===== src/common/mult_pkg.sv =====
/*
 * Shared widths, operator and state encodings, and the request and
 * control structs of the subword multiplier. Every multiplier file
 * refers to these by scoped name.
 */

package mult_pkg;

  //////////////////////////////////////////////////////////////////////
  // Widths
  //////////////////////////////////////////////////////////////////////

  // Data word, halfword and byte lane widths
  localparam int WORD_W  = 32;
  localparam int HALF_W  = 16;
  localparam int BYTE_W  = 8;

  // Shift immediate width
  localparam int SHAMT_W = 5;

  // Realignment shift of the first and third high-half steps
  localparam logic [SHAMT_W-1:0] MULH_STEP_SHIFT = 5'd16;

  //////////////////////////////////////////////////////////////////////
  // Plain vector types
  //////////////////////////////////////////////////////////////////////

  typedef logic [WORD_W-1:0]  word_t;
  typedef logic [SHAMT_W-1:0] shamt_t;

  // Bit 0 marks operand A signed, bit 1 marks operand B signed
  typedef logic [1:0]         sign_sel_t;

  //////////////////////////////////////////////////////////////////////
  // Encodings
  //////////////////////////////////////////////////////////////////////

  // Multiplier operators, code 3'b111 is undefined
  typedef enum logic [2:0] {
    MUL_MAC32 = 3'b000,
    MUL_MSU32 = 3'b001,
    MUL_I     = 3'b010,
    MUL_IR    = 3'b011,
    MUL_DOT8  = 3'b100,
    MUL_DOT16 = 3'b101,
    MUL_H     = 3'b110
  } mult_op_e;

  // High-half multiply sequencer states
  typedef enum logic [2:0] {
    IDLE,
    STEP0,
    STEP1,
    STEP2,
    FINISH
  } mulh_state_e;

  //////////////////////////////////////////////////////////////////////
  // Structs
  //////////////////////////////////////////////////////////////////////

  // Scalar unit request, subword picks the upper halves
  typedef struct packed {
    word_t     op_a;
    word_t     op_b;
    word_t     op_c;
    shamt_t    imm;
    logic      subword;
    sign_sel_t sign;
  } scalar_req_t;

  // Dot-product unit request
  typedef struct packed {
    word_t     op_a;
    word_t     op_b;
    word_t     op_c;
    sign_sel_t sign;
  } dot_req_t;

  // Sequencer overrides for the halfword datapath
  typedef struct packed {
    logic      active;
    shamt_t    imm;
    logic [1:0] subword;
    sign_sel_t sign;
    logic      shift_arith;
    // Registered carry, bit 32 of the accumulator
    logic      carry;
  } mulh_ctrl_t;

endpackage


===== src/hdl/mult_result_sel.sv =====
/*
 * Final result selector. Decodes the operator and forwards the scalar
 * or the matching dot-product result.
 */

module mult_result_sel (
  input  mult_pkg::mult_op_e operator_i,
  input  mult_pkg::word_t    scalar_result_i,
  input  mult_pkg::word_t    dot8_result_i,
  input  mult_pkg::word_t    dot16_result_i,
  output mult_pkg::word_t    result_o
);

  always_comb begin
    // Undefined operators read as zero
    result_o = '0;

    case (operator_i)
      // MAC/MSU and all halfword forms share the scalar output
      mult_pkg::MUL_MAC32,
      mult_pkg::MUL_MSU32,
      mult_pkg::MUL_I,
      mult_pkg::MUL_IR,
      mult_pkg::MUL_H: begin
        result_o = scalar_result_i;
      end

      mult_pkg::MUL_DOT8: begin
        result_o = dot8_result_i;
      end

      mult_pkg::MUL_DOT16: begin
        result_o = dot16_result_i;
      end

      default: begin
        result_o = '0;
      end
    endcase
  end

endmodule


===== config.mk =====
export PLATFORM = sky130hd
export DESIGN_NAME = mult_result_sel
export DESIGN_NICKNAME = d
export VERILOG_FILES = /design/src/common/mult_pkg.sv /design/src/hdl/mult_result_sel.sv
export SDC_FILE = /design/constraint.sdc
export NUM_CORES = 1
export LEC_CHECK = 0
export BUFFER_PORTS_ARGS = -buffer_cell sky130_fd_sc_hd__buf_2
export CORE_MARGIN = 2
export CORE_UTILIZATION = 30
export DETAILED_ROUTE_END_ITERATION = 16
export GPL_TIMING_DRIVEN = 0
export PLACE_DENSITY = 0.88
export SYNTH_ARGS = -nofsm -noshare
export SYNTH_HDL_FRONTEND = slang
export SYNTH_SLANG_ARGS = --single-unit

===== constraint.sdc =====
create_clock -name vclk -period 1.5
set_clock_uncertainty 0.15 [all_clocks]
set_input_delay 0.15 -clock vclk [all_inputs]
set_output_delay 0.15 -clock vclk [all_outputs]
set_load 0.01 [all_outputs]

==> run_results.csv <==
group,metric,value,unit
hold_path,hp-class,"input pin to output port",
clock_network,cts-resized-gates,0,
drt,finalWirelength,3.22,mm
critical_path,crit_fanout,10,
layout,fill_cells,224,
sta,worst_pin_slew,0.223,ns
layout,areaGrowthSynthToFinish,95.5,%
grt,grt_pass1_wl,4.40,mm
power,peakVddDrop,0.000215,V
floorplanning,die_w,52.9,microns
layout,nets,308,
critical_path,critical_path_arrival,1.00,ns
drt,drtPass1Iterations,4,
logic_synthesis,syn_avg_cell_area,9.33,sq um
floorplanning,start_util,32.2,%
sta,setup_viol,0,
run,maxCapViolations,0,
clock_network,post_cts_buffers,0,
floorplanning,coreArea,0.00223,sq mm
grt,globalRouteOverflowTotal,0,
layout,fin_util,62.9,%
sta,relSlewSlack,85.1,%
drt,drt_iter0_markers,8,
sta,max_freq,0.772,GHz
sta,fin_tns_setup,0,ns
critical_path,endpoint_kind,"output port",
logic_synthesis,syn_area,718,sq um
critical_path,cp_data_required_time,1.20,ns
placement,finalWeightedCongestion,0.816,
sta,fin_crit,1.30,ns
power,power_leakage,0.837,nW
logic_synthesis,synth_area_leaders,"mux2i_1, o2bb2ai_1, buf_6, o21ai_4, buf_2",
floorplanning,die_h,52.9,microns
layout,regArea,0,sq um
drt,ant_nets,0,
layout,antenna_cells,0,
logic_synthesis,yosysUniqueCellTypes,7,
sta,finalMaxSlewViolations,0,
placement,dp.cells,235,
grt,grt_pass1_vias,1059,
floorplanning,die-area,0.00280,sq mm
clock_network,cts_hold_repair.buffers,0,
sta,rsz0062_at_grt,"no",
layout,drive_above_1_share,68.6,%
drt,drc,0,
drt,viasPerCell,4.95,
layout,instances_no_fill,235,
logic_synthesis,netlist.area_leader.share,44.6,%
grt,antenna_found_initial,0,
logic_synthesis,syn_nets,176,
grt,grt_max_degree,11,
placement,port_buffers,130,
drt,wl_per_cell,13.7,microns
critical_path,crit_type,"input pin to output port",
sta,min_period_over_period,86.4,%
critical_path,startpoint_type,"input pin",
logic_synthesis,ys.warnings.count,0,
grt,grt_usage,20.5,%
logic_synthesis,seq_area_frac_synth,0,%
floorplanning,placementRows,17,
logic_synthesis,netlist_instances,77,
run_status,status,"finished clean",
logic_synthesis,synth_top_cell_by_area,"mux2i_1",
floorplanning,pin_count,131,
power,power_density,316,mW/mm^2
layout,clockBufferCount,0,
drt,via_count,1163,
layout,n_sequential_cell,0,
sta,hold_viol_final,0,
[worst max-delay path, stage by stage]
cell and delay (ns):
buf_2 0.10, inv_2 0.07, nand2_1 0.11, buf_2 0.21
o2bb2ai_1 0.20, buf_2 0.16
[metal layers]
layer	wire [microns]	part of all wire, %	track usage (%)
met1	1240	39	23.1
met2	1670	52	41.3
met3	292	9.1	2.54
met4	15	0.47	2.14
met5	0	0	0
[synthesized netlist by cell type]
cell / instances
nand2_1: 1
mux2i_1: 32
o21ai_4: 1
inv_2: 1
buf_2: 3
buf_6: 7
o2bb2ai_1: 32
[path summary, 6_finish.rpt]
kind,start,endpoint,slack (ns),depth (start not counted)
setup / recovery,operator_i[1],result_o[26],0.20,6
hold / removal,scalar_result_i[11],result_o[11],0.44,3
[metrics by stage]
stage               instance area (sq um)  power (mW)  worst slack (ns)  hold WS [ns]
floorplan                             718       0.223             0.439         0.292
global placement                     1400       0.437             0.226         0.438
detailed placement                   1400       0.445             0.228         0.439
CTS                                  1400       0.447             0.222         0.438
global route                         1400       0.481             0.128         0.451
finish                               1400       0.443             0.204         0.438
[kinds of logic (layout without fill, tap and decap cells)]
| family | count (synthesis) | after routing | synth area share (%) |
|---|---|---|---|
| buffers and inverters | 11 | 141 | 13.6 |
| AOI/OAI and AO/OA | 33 | 33 | 41.3 |
| muxes | 32 | 32 | 44.6 |
| and+or+nand+nor | 1 | 1 | 0.522 |
[where the power goes]
part / internal [mW] / leakage [nW] / switching, mW / total (mW)
Combinational: 0.244 / 0.837 / 0.200 / 0.443
Clock: 0 / 0 / 0 / 0
Sequential: 0 / 0 / 0 / 0
[cell usage in the layout (no fill, tap or decap), drive strengths merged]
| master | synthesis | final |
|---|---|---|
| o2bb2ai | 32 | 32 |
| nand2 | 1 | 1 |
| buf | 10 | 140 |
| o21ai | 1 | 1 |
| inv | 1 | 1 |
| mux2i | 32 | 32 |
[final cells by class]
cell class	count	area (sq um)	share of cell area, %
Multi-Input combinational cell	66	621	44.2
Inverter	1	3.75	0.267
Tap cell	28	35.0	2.50
Buffer	10	93.8	6.68
Timing Repair Buffer	130	651	46.3
Power figures use the tool's default switching activity.
