$ cat src/common/mult_pkg.sv
/*
 * Shared widths, operator and state encodings, and the request and
 * control structs of the subword multiplier. Every multiplier file
 * refers to these by scoped name.
 */

package mult_pkg;

  //////////////////////////////////////////////////////////////////////
  // Widths
  //////////////////////////////////////////////////////////////////////

  // Data word, halfword and byte lane widths
  localparam int WORD_W  = 32;
  localparam int HALF_W  = 16;
  localparam int BYTE_W  = 8;

  // Shift immediate width
  localparam int SHAMT_W = 5;

  // Realignment shift of the first and third high-half steps
  localparam logic [SHAMT_W-1:0] MULH_STEP_SHIFT = 5'd16;

  //////////////////////////////////////////////////////////////////////
  // Plain vector types
  //////////////////////////////////////////////////////////////////////

  typedef logic [WORD_W-1:0]  word_t;
  typedef logic [SHAMT_W-1:0] shamt_t;

  // Bit 0 marks operand A signed, bit 1 marks operand B signed
  typedef logic [1:0]         sign_sel_t;

  //////////////////////////////////////////////////////////////////////
  // Encodings
  //////////////////////////////////////////////////////////////////////

  // Multiplier operators, code 3'b111 is undefined
  typedef enum logic [2:0] {
    MUL_MAC32 = 3'b000,
    MUL_MSU32 = 3'b001,
    MUL_I     = 3'b010,
    MUL_IR    = 3'b011,
    MUL_DOT8  = 3'b100,
    MUL_DOT16 = 3'b101,
    MUL_H     = 3'b110
  } mult_op_e;

  // High-half multiply sequencer states
  typedef enum logic [2:0] {
    IDLE,
    STEP0,
    STEP1,
    STEP2,
    FINISH
  } mulh_state_e;

  //////////////////////////////////////////////////////////////////////
  // Structs
  //////////////////////////////////////////////////////////////////////

  // Scalar unit request, subword picks the upper halves
  typedef struct packed {
    word_t     op_a;
    word_t     op_b;
    word_t     op_c;
    shamt_t    imm;
    logic      subword;
    sign_sel_t sign;
  } scalar_req_t;

  // Dot-product unit request
  typedef struct packed {
    word_t     op_a;
    word_t     op_b;
    word_t     op_c;
    sign_sel_t sign;
  } dot_req_t;

  // Sequencer overrides for the halfword datapath
  typedef struct packed {
    logic      active;
    shamt_t    imm;
    logic [1:0] subword;
    sign_sel_t sign;
    logic      shift_arith;
    // Registered carry, bit 32 of the accumulator
    logic      carry;
  } mulh_ctrl_t;

endpackage

$ cat src/dot_mult/dot_mult.sv
/*
 * Dot-product unit. Computes the four-lane 8-bit and the two-lane
 * 16-bit dot products with accumulator, both on every cycle.
 */

module dot_mult (
  input  mult_pkg::dot_req_t dot_req_i,
  output mult_pkg::word_t    dot8_result_o,
  output mult_pkg::word_t    dot16_result_o
);

  //////////////////////////////////////////////////////////////////////
  // Byte lanes
  //////////////////////////////////////////////////////////////////////

  // 9-bit lanes, sign or zero extended per operand
  logic [mult_pkg::WORD_W/mult_pkg::BYTE_W-1:0][mult_pkg::BYTE_W:0] byte_a;
  logic [mult_pkg::WORD_W/mult_pkg::BYTE_W-1:0][mult_pkg::BYTE_W:0] byte_b;
  logic [mult_pkg::WORD_W/mult_pkg::BYTE_W-1:0][mult_pkg::WORD_W-1:0] byte_prod;

  // 17-bit halfword lanes
  logic [mult_pkg::WORD_W/mult_pkg::HALF_W-1:0][mult_pkg::HALF_W:0] half_a;
  logic [mult_pkg::WORD_W/mult_pkg::HALF_W-1:0][mult_pkg::HALF_W:0] half_b;
  logic [mult_pkg::WORD_W/mult_pkg::HALF_W-1:0][mult_pkg::WORD_W-1:0] half_prod;

  for (genvar i = 0; i < mult_pkg::WORD_W / mult_pkg::BYTE_W; i++) begin : g_byte
    assign byte_a[i] = {dot_req_i.sign[0] & dot_req_i.op_a[i*mult_pkg::BYTE_W+7],
                        dot_req_i.op_a[i*mult_pkg::BYTE_W +: mult_pkg::BYTE_W]};
    assign byte_b[i] = {dot_req_i.sign[1] & dot_req_i.op_b[i*mult_pkg::BYTE_W+7],
                        dot_req_i.op_b[i*mult_pkg::BYTE_W +: mult_pkg::BYTE_W]};

    // Widen to a word so the product wraps like the final sum
    assign byte_prod[i] =
      {{(mult_pkg::WORD_W-mult_pkg::BYTE_W-1){byte_a[i][mult_pkg::BYTE_W]}}, byte_a[i]} *
      {{(mult_pkg::WORD_W-mult_pkg::BYTE_W-1){byte_b[i][mult_pkg::BYTE_W]}}, byte_b[i]};
  end

  //////////////////////////////////////////////////////////////////////
  // Halfword lanes
  //////////////////////////////////////////////////////////////////////

  for (genvar i = 0; i < mult_pkg::WORD_W / mult_pkg::HALF_W; i++) begin : g_half
    assign half_a[i] = {dot_req_i.sign[0] & dot_req_i.op_a[i*mult_pkg::HALF_W+15],
                        dot_req_i.op_a[i*mult_pkg::HALF_W +: mult_pkg::HALF_W]};
    assign half_b[i] = {dot_req_i.sign[1] & dot_req_i.op_b[i*mult_pkg::HALF_W+15],
                        dot_req_i.op_b[i*mult_pkg::HALF_W +: mult_pkg::HALF_W]};

    // Only the low word of each lane product reaches the result
    assign half_prod[i] =
      {{(mult_pkg::WORD_W-mult_pkg::HALF_W-1){half_a[i][mult_pkg::HALF_W]}}, half_a[i]} *
      {{(mult_pkg::WORD_W-mult_pkg::HALF_W-1){half_b[i][mult_pkg::HALF_W]}}, half_b[i]};
  end

  //////////////////////////////////////////////////////////////////////
  // Lane sums with accumulator
  //////////////////////////////////////////////////////////////////////

  always_comb begin
    dot8_result_o = dot_req_i.op_c;
    for (int i = 0; i < mult_pkg::WORD_W / mult_pkg::BYTE_W; i++) begin
      dot8_result_o = dot8_result_o + byte_prod[i];
    end
  end

  always_comb begin
    dot16_result_o = dot_req_i.op_c;
    for (int i = 0; i < mult_pkg::WORD_W / mult_pkg::HALF_W; i++) begin
      dot16_result_o = dot16_result_o + half_prod[i];
    end
  end

endmodule

$ cat config.mk
export PLATFORM = sky130hd
export DESIGN_NAME = dot_mult
export DESIGN_NICKNAME = d
export VERILOG_FILES = /design/src/common/mult_pkg.sv /design/src/dot_mult/dot_mult.sv
export SDC_FILE = /design/constraint.sdc
export NUM_CORES = 2
export LEC_CHECK = 0
export BUFFER_PORTS_ARGS = -buffer_cell sky130_fd_sc_hd__buf_2
export CAP_MARGIN = 25
export CORE_MARGIN = 1.5
export CORE_UTILIZATION = 30
export DETAILED_ROUTE_END_ITERATION = 16
export SLEW_MARGIN = 20
export SYNTH_ARGS = -nofsm -noshare
export SYNTH_HDL_FRONTEND = slang
export SYNTH_SLANG_ARGS = --single-unit
$ cat constraint.sdc
create_clock -name vclk -period 16.8
set_input_delay 4.2 -clock vclk [all_inputs]
set_output_delay 4.2 -clock vclk [all_outputs]
set_load 0.02 [all_outputs]
==> results.toml <==
[synth]
dominant_combinational_cell_family_by_area_after_synthesis = "adder cells"
cell_area_after_synthesis_mm2 = 0.0361
synth_simple_gate_area_share_pct = 10.9
post_synth_mux_area_share_pct = 0
complex_gate_fraction_of_the_synthesized_area_pct = 4.24
mappedNetlistNets = 5263
yosys_warnings = 0
yosys.area_share.xor_xnor_pct = 4.31
syn-instance-count = 3807
post_synth_fa_ha_maj_area_fraction_pct = 67.5
netlist_cell_types = 54
synthesis.area_per_instance_um2 = 9.47
synth_seq_area_share_pct = 0

[placement]
placed_cells = 5776
place.port_buffers = 162
detailed_place_hpwl_mm = 95.5
gpl.final_weighted_congestion = 0.883

[timing]
timing.final.setup_violations = 0
worst-slew-pin-transition_ns = 0.811
finalHoldViolCount = 0
grt_setup_unrepaired = "yes"
shortest_clock_period_the_worst_path_allows_after_layout_ns = 16.73
timing.final.crit_share_pct = 99.6
fin_tns_setup_ns = 0
report.final.slew_viol_count = 0
hold_slack_ns = 8.91
max-slew-margin-rel_pct = 45.8
fmax_mhz = 59.8

[die]
rows = 127
core_mm2 = 0.119
chipWidth_um = 350
design.portCount = 162
die_height_um = 350
die_area_mm2 = 0.122
initial_utilization_pct = 30.2

[critical_path]
slowest_stage = "sky130_fd_sc_hd__fa_1"
worstPathArrival_ns = 12.53
crit_path_frequent_cell = "sky130_fd_sc_hd__fa_1"
crit_path_max_incr_delay_ns = 0.55
timing.critical_path.to_type = "output pin"
worstSetupStartpointType = "primary input"
worstSetupPathType = "primary input to output pin"
required_ns = 12.60
critPathMaxFanout = 3

[grt]
grt_remaining_overflow = 0
grt_antenna_before_repair = 20
vias_in_the_first_global_route = 28200
grt_start_max_net_pins = 23
grt_usage_pct = 17.5
grt_pass1_wl_mm = 164

[layout]
areaGrowthSynthToFinish_pct = 14.7
clkbuf_count = 0
final_cell_count_no_fill = 5789
layout-drive-gt1-share_pct = 13.5
seq_cells = 0
regArea_um2 = 0
nNetsFinal = 5630

[hold_path]
worstHoldPathType = "primary input to output pin"

[drt]
final_antenna_net_count = 0
totalWireLength_mm = 103
drtIter0Drc = 1192
wl_per_cell_um = 17.7
routed-via-count = 25400
viasPerCell = 4.39
drt_pre_antenna_iters = 7
drc = 0

[run_status]
status = "complete, no violations"

[job]
max_cap_violations = 0
==> stage by stage <==
stage	setup WS, ns	instance area (µm²)	util, %
5_1_grt	-0.211	41300	34.6
6_report	0.0739	41400	34.6
3_3_place_gp	-0.342	40800	34.1
2_1_floorplan	0.0224	36100	-
3_5_place_dp	-0.386	40800	34.1
4_1_cts	-0.140	41000	34.3
==> synthesized netlist by cell type (all sizes together), types with 2 or more instances <==
| library cell | instances | area [µm²] |
|---|---|---|
| a21oi | 78 | 390 |
| a221o | 2 | 20.0 |
| fa | 977 | 19600 |
| or2 | 37 | 231 |
| and2 | 270 | 1690 |
| nand4 | 2 | 12.5 |
| o41ai | 6 | 60.1 |
| a2111oi | 3 | 27.5 |
| o21a | 25 | 188 |
| xor2 | 27 | 236 |
| nor2 | 69 | 259 |
| a211oi | 5 | 37.5 |
| nor2b | 17 | 114 |
| a211o | 2 | 17.5 |
| o21bai | 9 | 67.6 |
| xnor2 | 145 | 1300 |
| o31a | 9 | 78.8 |
| nand2b | 16 | 100 |
| nand3 | 18 | 90.1 |
| a31oi | 5 | 31.3 |
| inv | 1173 | 4400 |
| nand2 | 305 | 1140 |
| o31ai | 5 | 42.5 |
| a31o | 3 | 26.3 |
| nor4 | 2 | 12.5 |
| or3 | 6 | 37.5 |
| clkbuf | 84 | 315 |
| o21ai | 39 | 195 |
| and3 | 24 | 150 |
| buf | 2 | 8.75 |
| o211ai | 4 | 30.0 |
| nor3 | 14 | 70.1 |
| a21o | 28 | 210 |
| ha | 381 | 4770 |
| a21boi | 4 | 30.0 |
==> final timing paths <==
| path | startpoint | end | depth (start not counted) | slack (ns) |
|---|---|---|---|---|
| max | dot_req_i[73] | dot8_result_o[31] | 33 | 0.07 |
| min | dot_req_i[2] | dot16_result_o[0] | 4 | 8.91 |
==> cell usage in the layout (no fill, tap or decap), types with 4 or more instances in the layout <==
cell / Yosys / final
sky130_fd_sc_hd__o21ai_1: 2 / 5
sky130_fd_sc_hd__o21a_1: 25 / 24
sky130_fd_sc_hd__nand3_1: 18 / 17
sky130_fd_sc_hd__buf_2: 1 / 151
sky130_fd_sc_hd__o21ai_0: 37 / 33
sky130_fd_sc_hd__xnor2_1: 143 / 136
sky130_fd_sc_hd__inv_2: 0 / 8
sky130_fd_sc_hd__buf_12: 0 / 8
sky130_fd_sc_hd__or2_2: 37 / 36
sky130_fd_sc_hd__a21o_1: 28 / 28
sky130_fd_sc_hd__xor2_1: 27 / 27
sky130_fd_sc_hd__a31oi_1: 5 / 5
sky130_fd_sc_hd__ha_1: 381 / 368
sky130_fd_sc_hd__o211ai_1: 4 / 4
sky130_fd_sc_hd__ha_4: 0 / 11
sky130_fd_sc_hd__o41ai_2: 1 / 4
sky130_fd_sc_hd__a21oi_1: 78 / 70
sky130_fd_sc_hd__nand2_2: 0 / 4
sky130_fd_sc_hd__or3_1: 6 / 5
sky130_fd_sc_hd__diode_2: 0 / 5
sky130_fd_sc_hd__nand2b_1: 16 / 16
sky130_fd_sc_hd__nand2_1: 305 / 300
sky130_fd_sc_hd__and3_1: 24 / 24
sky130_fd_sc_hd__a21oi_2: 0 / 7
sky130_fd_sc_hd__buf_6: 0 / 6
sky130_fd_sc_hd__nor3_1: 14 / 12
sky130_fd_sc_hd__buf_4: 0 / 283
sky130_fd_sc_hd__o21bai_1: 9 / 9
sky130_fd_sc_hd__and2_1: 270 / 267
sky130_fd_sc_hd__fa_1: 977 / 974
sky130_fd_sc_hd__nor2_1: 69 / 66
sky130_fd_sc_hd__nor2b_1: 16 / 16
sky130_fd_sc_hd__xnor2_2: 1 / 6
sky130_fd_sc_hd__a211oi_1: 5 / 5
sky130_fd_sc_hd__o31a_1: 9 / 9
sky130_fd_sc_hd__inv_1: 1173 / 1165
==> cell families after synthesis <==
logic type,after synthesis
simple gates,782
compound gates,235
xor+xnor,173
fa+ha+maj,1358
buf+inv,1259
==> critical path: cells and delay by family <==
kind / cells / cell delay, ns
AO/OA/AOI/OAI: 6 / 1.07
XOR/XNOR: 3 / 0.69
adder cells (fa/ha/maj): 10 / 4.38
buffers and inverters: 8 / 0.93
AND/OR/NAND/NOR: 6 / 1.23
==> cell type report <==
cell class	instances	area, µm²
inverters	1173	4400
repair buffers	451	3140
fillers	12300	78100
well taps	1612	2020
multi-input cells	2548	31800
diodes	5	12.5
==> per-layer routing <==
metal  routed length [µm]  vias to the layer above  GRT usage (%)  part of all wire (%)
li1                     -                    11700              -                     -
met3                 5980                      108           2.08                   5.8
met2                49500                      572           29.8                    48
met1                44800                    13000           24.0                    44
met4                 2310                       16           3.04                   2.3
met5                  103                        -              0                  0.10
==> timing repair <==
item / CTS / global route
cloned: 0 / 0
pin swaps: 22 / 41
hold endpoints to repair: 0 / 0
resized for setup: 42 / 67
setup buffers: 2 / 8
endpoints found under the setup margin: 9 / 15
hold buffers: 0 / 0
Power is not shown: default switching activity piles up to over one toggle a cycle in this logic, so the estimate is an artifact.
