==> config.mk <==
export PLATFORM = sky130hd
export DESIGN_NAME = scalar_mult
export DESIGN_NICKNAME = d
export VERILOG_FILES = /design/src/common/mult_pkg.sv /design/src/scalar_mult/mulh_seq.sv /design/src/scalar_mult/scalar_mult.sv
export SDC_FILE = /design/constraint.sdc
export NUM_CORES = 2
export LEC_CHECK = 0
export ABC_AREA = 1
export BUFFER_PORTS_ARGS = -buffer_cell sky130_fd_sc_hd__buf_2
export CORE_AREA = 3 3 248 250
export CTS_CLUSTER_DIAMETER = 150
export DETAILED_ROUTE_END_ITERATION = 10
export DIE_AREA = 0 0 251 253
export GPL_TIMING_DRIVEN = 0
export HOLD_SLACK_MARGIN = 0.06
export PLACE_DENSITY = 0.76
export SKIP_CTS_REPAIR_TIMING = 1
export SLEW_MARGIN = 20
export SYNTH_ARGS = -nofsm -noshare
export SYNTH_HDL_FRONTEND = slang
export SYNTH_SLANG_ARGS = --single-unit
==> constraint.sdc <==
create_clock -name clk -period 13 [get_ports clk]
set_clock_uncertainty 0.2 [all_clocks]
set_input_delay 1.3 -clock clk [delete_from_list [all_inputs] [get_ports clk]]
set_output_delay 1.3 -clock clk [all_outputs]
set_load 0.005 [all_outputs]
==> src/common/mult_pkg.sv <==
/*
 * Shared widths, operator and state encodings, and the request and
 * control structs of the subword multiplier. Every multiplier file
 * refers to these by scoped name.
 */

package mult_pkg;

  //////////////////////////////////////////////////////////////////////
  // Widths
  //////////////////////////////////////////////////////////////////////

  // Data word, halfword and byte lane widths
  localparam int WORD_W  = 32;
  localparam int HALF_W  = 16;
  localparam int BYTE_W  = 8;

  // Shift immediate width
  localparam int SHAMT_W = 5;

  // Realignment shift of the first and third high-half steps
  localparam logic [SHAMT_W-1:0] MULH_STEP_SHIFT = 5'd16;

  //////////////////////////////////////////////////////////////////////
  // Plain vector types
  //////////////////////////////////////////////////////////////////////

  typedef logic [WORD_W-1:0]  word_t;
  typedef logic [SHAMT_W-1:0] shamt_t;

  // Bit 0 marks operand A signed, bit 1 marks operand B signed
  typedef logic [1:0]         sign_sel_t;

  //////////////////////////////////////////////////////////////////////
  // Encodings
  //////////////////////////////////////////////////////////////////////

  // Multiplier operators, code 3'b111 is undefined
  typedef enum logic [2:0] {
    MUL_MAC32 = 3'b000,
    MUL_MSU32 = 3'b001,
    MUL_I     = 3'b010,
    MUL_IR    = 3'b011,
    MUL_DOT8  = 3'b100,
    MUL_DOT16 = 3'b101,
    MUL_H     = 3'b110
  } mult_op_e;

  // High-half multiply sequencer states
  typedef enum logic [2:0] {
    IDLE,
    STEP0,
    STEP1,
    STEP2,
    FINISH
  } mulh_state_e;

  //////////////////////////////////////////////////////////////////////
  // Structs
  //////////////////////////////////////////////////////////////////////

  // Scalar unit request, subword picks the upper halves
  typedef struct packed {
    word_t     op_a;
    word_t     op_b;
    word_t     op_c;
    shamt_t    imm;
    logic      subword;
    sign_sel_t sign;
  } scalar_req_t;

  // Dot-product unit request
  typedef struct packed {
    word_t     op_a;
    word_t     op_b;
    word_t     op_c;
    sign_sel_t sign;
  } dot_req_t;

  // Sequencer overrides for the halfword datapath
  typedef struct packed {
    logic      active;
    shamt_t    imm;
    logic [1:0] subword;
    sign_sel_t sign;
    logic      shift_arith;
    // Registered carry, bit 32 of the accumulator
    logic      carry;
  } mulh_ctrl_t;

endpackage

==> src/scalar_mult/mulh_seq.sv <==
/*
 * High-half multiply sequencer. Steps the halfword datapath through
 * four partial products and holds the carry between steps. Starts on
 * MUL_H with enable and waits for ex_ready_i in FINISH.
 */

module mulh_seq (
  input  logic                 clk,
  input  logic                 rst_n,
  input  logic                 enable_i,
  input  mult_pkg::mult_op_e   operator_i,
  input  mult_pkg::sign_sel_t  sign_i,
  input  logic                 mac_carry_i,
  input  logic                 ex_ready_i,
  output mult_pkg::mulh_ctrl_t ctrl_o,
  output logic                 multicycle_o,
  output logic                 ready_o
);

  mult_pkg::mulh_state_e state_q;
  mult_pkg::mulh_state_e state_d;

  // Carry of the 33-bit partial sum
  logic carry_q;
  logic save;
  logic clear_carry;

  //////////////////////////////////////////////////////////////////////
  // Next state and datapath control
  //////////////////////////////////////////////////////////////////////

  always_comb begin
    state_d            = state_q;
    ctrl_o.active      = 1'b1;
    ctrl_o.imm         = '0;
    ctrl_o.subword     = 2'b00;
    ctrl_o.sign        = 2'b00;
    ctrl_o.shift_arith = 1'b0;
    ctrl_o.carry       = carry_q;
    save               = 1'b0;
    clear_carry        = 1'b0;
    multicycle_o       = 1'b0;
    ready_o            = 1'b0;

    unique case (state_q)
      mult_pkg::IDLE: begin
        // Datapath belongs to the normal operators here
        ctrl_o.active = 1'b0;
        ready_o       = 1'b1;
        if (enable_i && (operator_i == mult_pkg::MUL_H)) begin
          ready_o = 1'b0;
          state_d = mult_pkg::STEP0;
        end
      end

      mult_pkg::STEP0: begin
        // AL*BL, always unsigned and never overflows
        multicycle_o = 1'b1;
        ctrl_o.imm   = mult_pkg::MULH_STEP_SHIFT;
        state_d      = mult_pkg::STEP1;
      end

      mult_pkg::STEP1: begin
        // AL*BH, signed only if B is signed
        multicycle_o       = 1'b1;
        ctrl_o.sign        = {sign_i[1], 1'b0};
        ctrl_o.subword     = 2'b10;
        ctrl_o.shift_arith = 1'b1;
        // Keep bit 32 as sign extension of the unshifted sum
        save               = 1'b1;
        state_d            = mult_pkg::STEP2;
      end

      mult_pkg::STEP2: begin
        // AH*BL, signed only if A is signed
        multicycle_o       = 1'b1;
        ctrl_o.sign        = {1'b0, sign_i[0]};
        ctrl_o.subword     = 2'b01;
        ctrl_o.imm         = mult_pkg::MULH_STEP_SHIFT;
        ctrl_o.shift_arith = 1'b1;
        // Upper bits are shifted back in, carry no longer needed
        save               = 1'b1;
        clear_carry        = 1'b1;
        state_d            = mult_pkg::FINISH;
      end

      mult_pkg::FINISH: begin
        // AH*BH with the caller's signedness, result is valid
        ctrl_o.sign    = sign_i;
        ctrl_o.subword = 2'b11;
        ready_o        = 1'b1;
        if (ex_ready_i) begin
          state_d = mult_pkg::IDLE;
        end
      end

      default: begin
        state_d = mult_pkg::IDLE;
      end
    endcase
  end

  //////////////////////////////////////////////////////////////////////
  // State and carry registers
  //////////////////////////////////////////////////////////////////////

  always_ff @(posedge clk or negedge rst_n) begin
    if (!rst_n) begin
      state_q <= mult_pkg::IDLE;
      carry_q <= 1'b0;
    end else begin
      state_q <= state_d;
      if (save) begin
        carry_q <= ~clear_carry & mac_carry_i;
      end else if (ex_ready_i) begin
        // Next instruction starts with a clean carry
        carry_q <= 1'b0;
      end
    end
  end

endmodule

==> src/scalar_mult/scalar_mult.sv <==
/*
 * Scalar multiplier: halfword multiply-accumulate with shift and
 * rounding, and the 32-bit MAC/MSU. The high-half multiply reuses the
 * halfword datapath under control of the mulh_seq child.
 */

module scalar_mult (
  input  logic                  clk,
  input  logic                  rst_n,
  input  logic                  enable_i,
  input  mult_pkg::mult_op_e    operator_i,
  input  mult_pkg::scalar_req_t req_i,
  input  logic                  ex_ready_i,
  output mult_pkg::word_t       scalar_result_o,
  output logic                  multicycle_o,
  output logic                  ready_o
);

  mult_pkg::mulh_ctrl_t mulh_ctrl;

  // 17-bit extended halves, 33-bit addend, 34-bit sums
  logic [mult_pkg::HALF_W:0]   short_op_a;
  logic [mult_pkg::HALF_W:0]   short_op_b;
  logic [mult_pkg::WORD_W:0]   short_op_c;
  logic [mult_pkg::WORD_W+1:0] short_mul;
  logic [mult_pkg::WORD_W+1:0] short_mac;
  logic [mult_pkg::WORD_W+1:0] short_shift_in;
  logic [mult_pkg::WORD_W+1:0] short_result;
  mult_pkg::word_t             round_unit;
  mult_pkg::word_t             short_round;
  logic                        short_msb1;
  logic                        short_msb0;

  // Settings after the high-half override
  mult_pkg::shamt_t            short_imm;
  logic [1:0]                  short_subword;
  mult_pkg::sign_sel_t         short_sign;
  logic                        short_shift_arith;

  // Partial sum carried between high-half steps
  mult_pkg::word_t             mulh_acc_q;

  mult_pkg::word_t             int_op_a;
  mult_pkg::word_t             int_op_b;
  mult_pkg::word_t             int_result;
  logic                        int_is_msu;
  logic                        int_path;

  mulh_seq i_mulh_seq (
    .clk         (clk),
    .rst_n       (rst_n),
    .enable_i    (enable_i),
    .operator_i  (operator_i),
    .sign_i      (req_i.sign),
    .mac_carry_i (short_mac[mult_pkg::WORD_W]),
    .ex_ready_i  (ex_ready_i),
    .ctrl_o      (mulh_ctrl),
    .multicycle_o(multicycle_o),
    .ready_o     (ready_o)
  );

  //////////////////////////////////////////////////////////////////////
  // Halfword multiply-accumulate
  //////////////////////////////////////////////////////////////////////

  assign short_imm         = mulh_ctrl.active ? mulh_ctrl.imm         : req_i.imm;
  assign short_subword     = mulh_ctrl.active ? mulh_ctrl.subword     : {2{req_i.subword}};
  assign short_sign        = mulh_ctrl.active ? mulh_ctrl.sign        : req_i.sign;
  // Scalar signedness is never A unsigned with B signed, so A decides
  assign short_shift_arith = mulh_ctrl.active ? mulh_ctrl.shift_arith : req_i.sign[0];

  // Rounding adds half of two to the power imm
  assign round_unit  = mult_pkg::word_t'(1) << req_i.imm;
  assign short_round = (operator_i == mult_pkg::MUL_IR) ? (round_unit >> 1) : '0;

  // Half selection and extension by operand signedness
  assign short_op_a = {short_sign[0] & short_op_a[mult_pkg::HALF_W-1],
                       short_subword[0] ? req_i.op_a[31:16] : req_i.op_a[15:0]};
  assign short_op_b = {short_sign[1] & short_op_b[mult_pkg::HALF_W-1],
                       short_subword[1] ? req_i.op_b[31:16] : req_i.op_b[15:0]};

  // High-half steps accumulate onto the stored sum and carry
  assign short_op_c = mulh_ctrl.active ? {mulh_ctrl.carry, mulh_acc_q}
                                       : {req_i.op_c[mult_pkg::WORD_W-1], req_i.op_c};

  // Low 34 bits of the sign-extended product
  assign short_mul = {{(mult_pkg::HALF_W+1){short_op_a[mult_pkg::HALF_W]}}, short_op_a} *
                     {{(mult_pkg::HALF_W+1){short_op_b[mult_pkg::HALF_W]}}, short_op_b};

  assign short_mac = {short_op_c[mult_pkg::WORD_W], short_op_c} + short_mul +
                     {2'b00, short_round};

  // Normal ops extend from bit 31, the sequence keeps bits 33:32
  assign short_msb1 = mulh_ctrl.active ? short_mac[33] : short_mac[31];
  assign short_msb0 = mulh_ctrl.active ? short_mac[32] : short_mac[31];

  assign short_shift_in = {short_shift_arith & short_msb1, short_shift_arith & short_msb0,
                           short_mac[mult_pkg::WORD_W-1:0]};
  assign short_result   = $signed(short_shift_in) >>> short_imm;

  // Cleared while idle, loaded after each of the three steps
  always_ff @(posedge clk) begin
    if (!mulh_ctrl.active) begin
      mulh_acc_q <= '0;
    end else if (multicycle_o) begin
      mulh_acc_q <= short_result[mult_pkg::WORD_W-1:0];
    end
  end

  //////////////////////////////////////////////////////////////////////
  // 32-bit MAC and MSU
  //////////////////////////////////////////////////////////////////////

  // c - a*b as c + (~a)*b + b
  assign int_is_msu = (operator_i == mult_pkg::MUL_MSU32);
  assign int_op_a   = req_i.op_a ^ {mult_pkg::WORD_W{int_is_msu}};
  assign int_op_b   = req_i.op_b & {mult_pkg::WORD_W{int_is_msu}};
  assign int_result = req_i.op_c + int_op_b + int_op_a * req_i.op_b;

  assign int_path        = (operator_i == mult_pkg::MUL_MAC32) || int_is_msu;
  assign scalar_result_o = int_path ? int_result : short_result[mult_pkg::WORD_W-1:0];

endmodule

==> tab_implementation.tex <==
\begin{tabular}{lr}
\hline
Metric & Value \\
\hline
\multicolumn{2}{l}{\textbf{GRT}} \\
\quad Maximum number of pins on one net before global-route repair & 14 \\
\quad Wire length of the first global-routing pass & between 150,000 and 200,000 microns \\
\quad Antenna violations before repair & 3 \\
\quad Total routing resource utilization after global routing & about two fifths \\
\quad Via count of the first global-routing pass & 32.16k \\
\quad Sum of overflow across all layers after global routing & 0 \\
\multicolumn{2}{l}{\textbf{Floorplan}} \\
\quad Die boundary width & around 250 microns \\
\quad Total die area & between 60,000 and 70,000 sq um \\
\quad Top Ports & 145 \\
\quad Number of placement rows & 89 \\
\quad Initial core utilization & between 60 and 70\% \\
\quad Placeable core region & roughly 60,000 sq um \\
\quad Die height & 253 microns \\
\multicolumn{2}{l}{\textbf{Cells and area}} \\
\quad Non-filler instance count after layout & 5,630 \\
\quad Final-layout fill cell count & between 5k and 6k \\
\quad Register area & 740.7 sq um \\
\quad Net count, final & 6,040 \\
\quad Combined area of the multi-input logic cells & between 20,000 and 30,000 sq um \\
\quad Area overhead of the layout relative to synthesis & 5.075\% \\
\quad Layout cell share with drive strength beyond 1 & under 10\% \\
\multicolumn{2}{l}{\textbf{Synth}} \\
\quad Mean post-synth cell area & 7.537 sq um \\
\quad Count of warnings emitted by yosys & 0 \\
\quad Sequential area share after synthesis & under 10\% \\
\quad Unique masters post-synth & between 40 and 50 \\
\quad Count of flip-flops with a built-in enable after synthesis & 0 \\
\quad Top flip-flop cell by instance count after synthesis & dfxtp\_1 \\
\quad Mapped Area & between 30,000 and 40,000 sq um \\
\quad Number of instances in the synthesized netlist & 4,717 \\
\quad Area contributors post-synth & fa\_1 (47\%), nand2\_1 (13\%), inv\_1 (12\%), ha\_1 (8.4\%), nand3\_1 (3.7\%) \\
\quad Fraction of registers with async set or reset after synthesis & between 10 and 15\% \\
\quad Total nets after synthesis & around 6k \\
\quad Post-synth top area share & 47.08\% \\
\quad Flip-flop and latch count after synthesis & 36 \\
\quad Cell taking the most area after synthesis & fa\_1 \\
\multicolumn{2}{l}{\textbf{STA}} \\
\quad Final worst path period share & a little over nine tenths \\
\quad Max\_slew headroom & about 15\% \\
\quad Post-Route Setup TNS & 0 ps \\
\quad RSZ-0062 raised after global routing & no \\
\quad Highest attainable clock frequency & 81.10 MHz \\
\quad Worst-Margin Slew & 1270 ps \\
\quad Final hold violation count & 0 \\
\quad Slew Viols, Final & 0 \\
\quad Setup violations, final & 0 \\
\quad Minimum clock period after layout & about 12,000 ps \\
\quad Hold slack final & around 240 ps \\
\multicolumn{2}{l}{\textbf{Routing}} \\
\quad First-pass iteration count of the detailed router & 7 \\
\quad Via count normalized by instance count & 5.715 \\
\quad Number of DRC violations after detailed-routing iteration 0 & 3,768 \\
\quad Avg WL per Cell & 21.86 microns \\
\quad Via Count & 32.18k \\
\quad Count of unresolved DRC violations after routing & 0 \\
\quad Antenna-violating nets left & 0 \\
\quad DRT Wirelength & $\sim$120,000 microns \\
\multicolumn{2}{l}{\textbf{Critical path}} \\
\quad Crit-path max cell delay & roughly 770 ps \\
\quad Arrival time at the worst endpoint & 10,830 ps \\
\quad Critical Path Fanout Max & 13 \\
\quad Critical register-to-register path endpoint & mulh\_acc\_q[25] \\
\quad Type of the setup path with the least slack & primary input to primary output \\
\quad Crit start category & primary input \\
\quad Setup crit end kind & primary output \\
\quad Required arrival time at the worst endpoint & between 10,000 and 15,000 ps \\
\quad Cell with the largest stage delay on the worst path & nor2\_2 \\
\quad Worst reg-to-reg setup slack & approximately 2800 ps \\
\quad Count of cells along the worst register-to-register path & 37 \\
\quad Worst flop-to-flop path startpoint & i\_mulh\_seq.state\_q[0] \\
\multicolumn{2}{l}{\textbf{Worst hold path}} \\
\quad Hold Path Stages & 2 \\
\quad Worst hold endpoint & mulh\_acc\_q[10] \\
\quad Class of the worst hold path & register to register \\
\quad Hold\_sp & mulh\_acc\_q[10] \\
\multicolumn{2}{l}{\textbf{Place}} \\
\quad Post-detail-place hpwl & 108,000 microns \\
\quad Routability congestion estimate from global placement & 1.057 \\
\quad Instance count after placement with tap cells included & between 5k and 6k \\
\quad \# port buffers & approximately 130 \\
\multicolumn{2}{l}{\textbf{Clocking}} \\
\quad Number of levels in the clock H-tree & 2 \\
\quad Clock sink total & 36 \\
\quad TritonCTS clock tree & yes \\
\quad Insertion delay to the later sink of the worst-skew pair & about 280 ps \\
\quad Clock input transition at the sequential cells of the worst setup and hold paths & $\sim$60 ps \\
\quad Clock tree buffer depth & 2 \\
\quad TritonCTS Buffers & 5 \\
\quad Clock tree root driver cell & clkbuf\_16 \\
\multicolumn{2}{l}{\textbf{Run}} \\
\quad Number of max-capacitance violations reported & 0 \\
\multicolumn{2}{l}{\textbf{Outcome}} \\
\quad Run status & finished clean \\
\hline
\end{tabular}
[cells in the final DEF (no fill, tap or decap), types with 9 or more instances in the layout]
master / count
nand3_1: 264
o21ai_0: 122
inv_1: 1150
o21ai_2: 10
inv_2: 11
a21oi_1: 64
nand3b_1: 9
o21bai_1: 9
xnor2_1: 26
clkinv_1: 10
nor2_1: 339
a31oi_1: 31
nand4_1: 11
clkbuf_1: 139
buf_2: 152
xor2_1: 44
ha_1: 240
nor3_1: 25
o211ai_1: 17
fa_1: 836
dfxtp_1: 32
nand2_1: 1224
[Yosys cell counts (3+ instances only)]
| library cell | instances |
|---|---|
| nand4_1 | 11 |
| nand2_1 | 1224 |
| buf_1 | 7 |
| clkinv_1 | 10 |
| o21a_1 | 6 |
| o211ai_1 | 17 |
| clkbuf_1 | 140 |
| inv_1 | 1150 |
| nor4_1 | 5 |
| fa_1 | 836 |
| a21boi_0 | 3 |
| a21oi_1 | 64 |
| nand2_2 | 5 |
| nand3b_1 | 9 |
| mux2i_1 | 4 |
| o21bai_1 | 9 |
| nor3_1 | 25 |
| xnor2_1 | 26 |
| o21ai_0 | 123 |
| xor2_1 | 44 |
| o21ai_2 | 10 |
| buf_2 | 24 |
| nand3_1 | 264 |
| nor2_1 | 341 |
| or2_2 | 8 |
| a31oi_1 | 31 |
| buf_4 | 3 |
| a21o_1 | 3 |
| dfxtp_1 | 32 |
| dfrtp_1 | 4 |
| buf_6 | 4 |
| ha_1 | 240 |
| o21ai_1 | 6 |
| inv_2 | 11 |
[worst max path at each step]
stage	depth (start not counted)	startpoint	end
6_report	32	req_i[57]	scalar_result_o[29]
5_1_grt	34	req_i[57]	scalar_result_o[29]
4_1_cts	32	req_i[57]	scalar_result_o[29]
3_5_place_dp	32	req_i[57]	scalar_result_o[29]
3_3_place_gp	34	req_i[56]	scalar_result_o[29]
2_1_floorplan	33	req_i[2]	scalar_result_o[25]
[stage by stage]
stage,worst slack [ps],cell area (sq um),util (%)
finish,668.9,37350,63.05
global placement,108.9,37160,62.72
detailed placement,862.1,37170,62.75
global route,106.3,37350,63.04
floorplan,2546,35550,-
CTS,819.9,37350,63.04
[cells by family after synthesis]
family	Yosys count	synth area share (%)
AOI/OAI and AO/OA	279	4.487
DFF	36	2.084
muxes	4	0.1126
buffers and inverters	1350	14.49
xor gates and xnor gates	72	1.816
adders and majority gates	1076	55.52
and+or+nand+nor	1900	21.49
[routing by layer]
layer / track usage [%] / routed length, microns / vias to the layer above
li1: - / - / 14040
met2: 55.28 / 49220 / 2201
met3: 13.94 / 19960 / 278
met1: 57.55 / 49160 / 15660
met4: 12.46 / 4743 / 2
met5: 0 / 11 / -
[registers in the layout, summed over array words and instances (netlist names)]
signal	cells
i_mulh_seq.state_q	3
i_mulh_seq.carry_q	1
mulh_acc_q	32
[critical path, delay by kind of cell]
family	cells	cell delay (ps)
and+or+nand+nor	8	1680
adders and majority gates	8	3710
buffers and inverters	10	2460
AOI/OAI and AO/OA	6	1670
[layout make-up]
class                      count  area share [%]
multi-input combinational   3331           79.41
antenna                        3         0.02010
sequential                    36           1.983
inverter                    1171           11.77
clock inverter                 3          0.1239
buffer                       179           2.023
timing repair buffer         129           1.745
clock buffer                   5          0.3350
tap                          773           2.589
Power is left out: the tool's default activity adds up to more than one toggle a clock period on the data nets, which glitch-free logic cannot reach.
